## config.mk

```make
export PLATFORM = sky130hd
export DESIGN_NAME = ss_load_sequencer
export DESIGN_NICKNAME = d
export VERILOG_FILES = /design/src/ss_pkg.sv /design/src/ss_load_sequencer.sv
export SDC_FILE = /design/constraint.sdc
export NUM_CORES = 1
export LEC_CHECK = 0
export BUFFER_PORTS_ARGS = -buffer_cell sky130_fd_sc_hd__buf_2
export CAP_MARGIN = 10
export CORE_MARGIN = 2
export CORE_UTILIZATION = 35
export CTS_BUF_LIST = sky130_fd_sc_hd__clkbuf_4
export DETAILED_ROUTE_END_ITERATION = 12
export PLACE_DENSITY = 0.88
export SYNTH_ARGS = -nofsm -noshare
export SYNTH_HDL_FRONTEND = slang
export SYNTH_SLANG_ARGS = --single-unit
```

## constraint.sdc

```tcl
create_clock -name clk_74a -period 1.7 [get_ports clk_74a]
set_input_delay 0.17 -clock clk_74a [delete_from_list [all_inputs] [get_ports clk_74a]]
set_output_delay 0.17 -clock clk_74a [all_outputs]
set_load 0.005 [all_outputs]
```

## src/ss_pkg.sv

```systemverilog
package ss_pkg;

  // one host bridge data word
  localparam int BRIDGE_W = 32;

  // one word as the core's save state manager sees it
  localparam int SS_W = 64;

  // byte counts of the two word sizes
  localparam int HALF_BYTES = BRIDGE_W / 8;
  localparam int SS_BYTES = SS_W / 8;

  // bridge_addr[31:28] value that selects save state data
  localparam logic [3:0] REGION_NIBBLE = 4'h4;

  // 64-bit save state word, decoded two ways
  // halves[0] holds the first bridge word of a pair,
  // halves[1] the second one
  // bytes[0] is bits 7:0, bytes[7] is bits 63:56
  // the FIFO packs through halves and swaps through bytes
  typedef union packed {
    // pair of bridge words
    logic [1:0][BRIDGE_W-1:0] halves;
    // flat byte lanes
    logic [SS_BYTES-1:0][7:0] bytes;
  } ss_word_u;

  // host sends big endian words, so the bytes inside each
  // 32-bit half come out reversed towards the core
  //   ss byte 0 <- half byte 3
  //   ss byte 1 <- half byte 2
  //   ss byte 2 <- half byte 1
  //   ss byte 3 <- half byte 0
  // same again for bytes 4..7 within the upper half
  // the half order itself is kept

endpackage

```

## src/ss_load_sequencer.sv

```systemverilog
`timescale 1ns/10ps

module ss_load_sequencer (
  input  logic                    clk_74a,
  input  logic                    reset,

  // FIFO side
  input  logic                    empty,
  input  logic                    overflow,
  input  ss_pkg::ss_word_u        rd_data,
  output logic                    rd_en,

  // core save state manager
  output logic                    ss_load,
  input  logic                    ss_req,
  output logic                    ss_ack,
  output logic [ss_pkg::SS_W-1:0] ss_dout,
  input  logic                    ss_busy,

  // host load handshake
  input  logic                    savestate_load,
  output logic                    savestate_load_ack,
  output logic                    savestate_load_busy,
  output logic                    savestate_load_ok,
  output logic                    savestate_load_err
);

  // no session running
  localparam logic [2:0] ST_IDLE      = 3'd0;
  // manager running, waiting for a word request
  localparam logic [2:0] ST_WAIT_REQ  = 3'd1;
  // FIFO pop issued, ack goes out next
  localparam logic [2:0] ST_READ      = 3'd2;
  // data phase over, waiting for the host to start the load
  localparam logic [2:0] ST_WAIT_HOST = 3'd3;
  localparam logic [2:0] ST_HOST_BUSY = 3'd4;
  localparam logic [2:0] ST_COMPLETE  = 3'd5;

  logic [2:0] state;

  // request seen while no word was ready
  logic req_pending;

  // edge detect history
  logic prev_ss_busy;
  logic prev_savestate_load;

  logic busy_fall;
  logic load_rise;

  assign busy_fall = prev_ss_busy && !ss_busy;
  assign load_rise = savestate_load && !prev_savestate_load;

  // FIFO read register already holds the word in core byte order
  assign ss_dout = rd_data;

  always_ff @(posedge clk_74a) begin
    if (reset) begin
      state               <= ST_IDLE;
      req_pending         <= 1'b0;
      prev_ss_busy        <= 1'b0;
      prev_savestate_load <= 1'b0;
      rd_en               <= 1'b0;
      ss_load             <= 1'b0;
      ss_ack              <= 1'b0;
      savestate_load_ack  <= 1'b0;
      savestate_load_busy <= 1'b0;
      savestate_load_ok   <= 1'b0;
      savestate_load_err  <= 1'b0;
    end else begin
      prev_ss_busy        <= ss_busy;
      prev_savestate_load <= savestate_load;

      // single cycle strobes
      ss_load <= 1'b0;
      ss_ack  <= 1'b0;
      rd_en   <= 1'b0;

      case (state)
        ST_IDLE: begin
          // first full pair opens a session
          // an aborted load stays reported and blocks a restart
          if (!empty && !savestate_load_err) begin
            ss_load           <= 1'b1;
            savestate_load_ok <= 1'b0;
            req_pending       <= 1'b0;
            state             <= ST_WAIT_REQ;
          end
        end

        ST_WAIT_REQ: begin
          if (busy_fall) begin
            // manager finished, hand over to the host
            req_pending <= 1'b0;
            state       <= ST_WAIT_HOST;
          end else if (!empty && (req_pending || ss_req)) begin
            rd_en <= 1'b1;
            // a fresh request on top of a pending one stays queued
            req_pending <= req_pending && ss_req;
            state       <= ST_READ;
          end else if (ss_req) begin
            // nothing to give yet
            req_pending <= 1'b1;
          end
        end

        ST_READ: begin
          // rd_data valid this cycle
          ss_ack <= 1'b1;
          if (ss_req) begin
            req_pending <= 1'b1;
          end
          if (busy_fall) begin
            state <= ST_WAIT_HOST;
          end else begin
            state <= ST_WAIT_REQ;
          end
        end

        ST_WAIT_HOST: begin
          if (load_rise) begin
            savestate_load_ack <= 1'b1;
            state              <= ST_HOST_BUSY;
          end
        end

        ST_HOST_BUSY: begin
          savestate_load_ack  <= 1'b0;
          savestate_load_busy <= 1'b1;
          state               <= ST_COMPLETE;
        end

        ST_COMPLETE: begin
          // ok held until the next session
          savestate_load_busy <= 1'b0;
          savestate_load_ok   <= 1'b1;
          state               <= ST_IDLE;
        end

        default: begin
          state <= ST_IDLE;
        end
      endcase

      // lost bridge data, abort from any state
      if (overflow) begin
        state               <= ST_IDLE;
        req_pending         <= 1'b0;
        rd_en               <= 1'b0;
        ss_ack              <= 1'b0;
        savestate_load_ack  <= 1'b0;
        savestate_load_busy <= 1'b0;
        savestate_load_ok   <= 1'b0;
        savestate_load_err  <= 1'b1;
      end
    end
  end

  // one ack per word
  a_ack_single: assert property (
    @(posedge clk_74a) disable iff (reset)
    ss_ack |=> !ss_ack
  );

  // each ack answers a FIFO pop from the cycle before
  a_ack_after_read: assert property (
    @(posedge clk_74a) disable iff (reset)
    ss_ack |-> $past(rd_en)
  );

endmodule

```

==> metrics.cfg <==
[outcome]
status=finished, final reports clean

[clock_tree]
clock_path_buffers=2
postCtsSetupBuffers=0
clock-root-buffer=clkbuf_4
numCtsBuffers=3
cts_hold_buf=0
clk_pin_slew_ps=70
cts_resized=0
cts.htree.levels=1
cts_tree=done
clk_latency_ps=270
numClockSinks=13

[timing]
setup-tns-final_ps=0
rsz0062_at_grt=no
fin_crit_ps=1360
fin_skew_ps=5.26
fmax_mhz=737
holdWs_ps=90.9
worst_slew_pin_slew_ps=568
drv_slew=0
fin_crit_sh=0.798
hold_viol=0
setup_violations=0
slew_headroom=0.621

[synthesis]
ys_seq_area_frac=0.240
syn_area_per_cell_um2=8.42
syn-num-nets=200
netlist_instances=129
yosysWarnings=0
synth_top_area_frac=0.449
ys_types=31
synth_seq_cells=13
yosys.area.top_type=buf_4
syn_area_um2=1090
synth_area_leaders=buf_4, dfxtp_1, a21oi_1, nor2_1, nor3_1

[worst_hold_path]
worstHoldPathCells=2
holdCritPathClass=in2reg
whs_endpoint=savestate_load_busy
hp-start=overflow

[worst_setup_path]
crit_fanout=11
crit_buf_inv=0
cp-end-kind=register
ff2ff_setup_slack_ps=340
slowest_delay_ps=420
required_ps=1870
r2r-end=savestate_load_ok
reg2regPathDepth=3
crit_family=compound AO/OA/AOI/OAI gates
worst_setup_path_start_kind=register
r2r_start=state[1]
crit_type=reg2reg
path_cells=nor2_1 -> a21boi_0 -> o221a_2
slowest_stage=dfxtp_1
cp.arrival_ps=1530

[global_routing]
grt_max_degree=18
gr-usage-all-layers=0.0963
grt_pass1_wl_um=2430
antenna_found_initial=0
grt-ovfl-total=0
grt_pass1_vias=513

[layout]
design_area_um2=713
fin_cells=111
finalNetCount=150
diodes=0
syn2layout_area_growth_pct=-34.3
drive_gt1_frac=0.256

[route]
wl_per_cell_um=14.2
ant_nets=0
avgViaCountPerCell=5.29
drt_drc_violations_left=0
dr.pass1.iters=4
finalWirelength_um=1580
num_vias=587
first_iter_violations=25

[placed_design]
dpl_cell_area_um2=683
hpwl_um=1190
gp_congestion=0.851
dp.cells=107
io_buffers=13

[die]
die_area_um2=3560
fp.dieW_um=59.7
die_y_um=59.7
coreArea_um2=3000
start_util=0.362
num_rows=20
io_pins=142

[power]
p_per_area_nw_per_um2=798
irDropWorstVdd_uv=261
leakagePower_nw=0.298

[run]
cap_viol_max_count=0

report_power, final:
group / switching [W] / total [W] / internal [W]
clock network: 0.0000921 / 0.000199 / 0.000107
registers: 0.00000941 / 0.000321 / 0.000312
logic: 0.0000258 / 0.0000488 / 0.0000230
total: 0.000127 / 0.000569 / 0.000442
cell usage in the layout, fill, tap and decap left out, drive strengths merged, types with 3 or more instances in the layout:
master  netlist  final
nand2         3      3
buf          68     13
dfxtp        13     13
a21oi         5      5
nor3          4      4
clkbuf        0      4
nor2b         3      3
nand2b        3      3
nor2          6      6
area by class of cell:
cell class	count	area, um2
Tap cell	33	41.3
Clock buffer	4	30.0
Timing Repair Buffer	13	65.1
Multi-Input combinational cell	47	313
Fill cell	325	2290
Inverter	1	3.75
Sequential cell	13	260
flip-flops by register name, indices dropped and copies added (netlist names):
| register | count |
|---|---|
| prev_ss_busy | 1 |
| savestate_load_busy | 1 |
| savestate_load_ok | 1 |
| ss_ack | 1 |
| state | 3 |
| savestate_load_ack | 1 |
| savestate_load_err | 1 |
| rd_en | 1 |
| ss_load | 1 |
| prev_savestate_load | 1 |
| req_pending | 1 |
cell families (layout without fill, tap and decap cells):
family                    count (synthesis)  count (layout)  share of synthesized area
xor gates and xnor gates                  1               1                    0.00807
and+or+nand+nor                          26              26                      0.141
DFF                                      13              13                      0.240
buffers and inverters                    69              18                      0.472
AOI/OAI and AO/OA                        20              20                      0.139
Yosys cell counts:
library cell	instances
o32a_1	1
o22ai_1	1
dfxtp_1	13
nand2b_1	3
a31oi_1	1
nand2_4	1
buf_6	1
nor3b_1	1
buf_4	65
nor3_1	4
nor2_1	6
a21oi_1	5
inv_1	1
o21a_1	1
or3_1	1
a211oi_1	1
nor4bb_1	2
o2111ai_1	2
or3b_1	1
nand2_1	2
o221a_2	1
buf_2	2
o21ai_0	2
o21bai_1	1
a21boi_0	2
o41ai_2	1
nor2b_1	3
o2111a_1	1
nor4_1	1
xnor2_1	1
nand3_1	1
stage by stage:
step                setup WS, ps  total power [W]  utilization
floorplan                    611         0.000480            -
global placement             412         0.000376        0.228
detailed placement           361         0.000377        0.228
CTS                          344         0.000579        0.238
global route                 184         0.000599        0.238
finish                       343         0.000569        0.238
worst max path at each step:
stage,from,to,slack (ps),cells after the start
3_3_place_gp,state[1],savestate_load_ok,410,3
2_1_floorplan,state[1],savestate_load_ok,610,3
4_1_cts,state[1],savestate_load_ok,340,3
6_report,state[1],savestate_load_ok,340,3
5_1_grt,state[1],savestate_load_ok,180,3
3_5_place_dp,state[1],savestate_load_ok,360,3
layer usage:
metal,vias to the layer above,global-route usage,share of wire
met5,-,0,0
met4,0,0.108,0.079
met3,24,0.0866,0.17
met2,46,0.109,0.38
met1,248,0.0950,0.37
li1,269,-,-
Power figures use the tool's default switching activity.
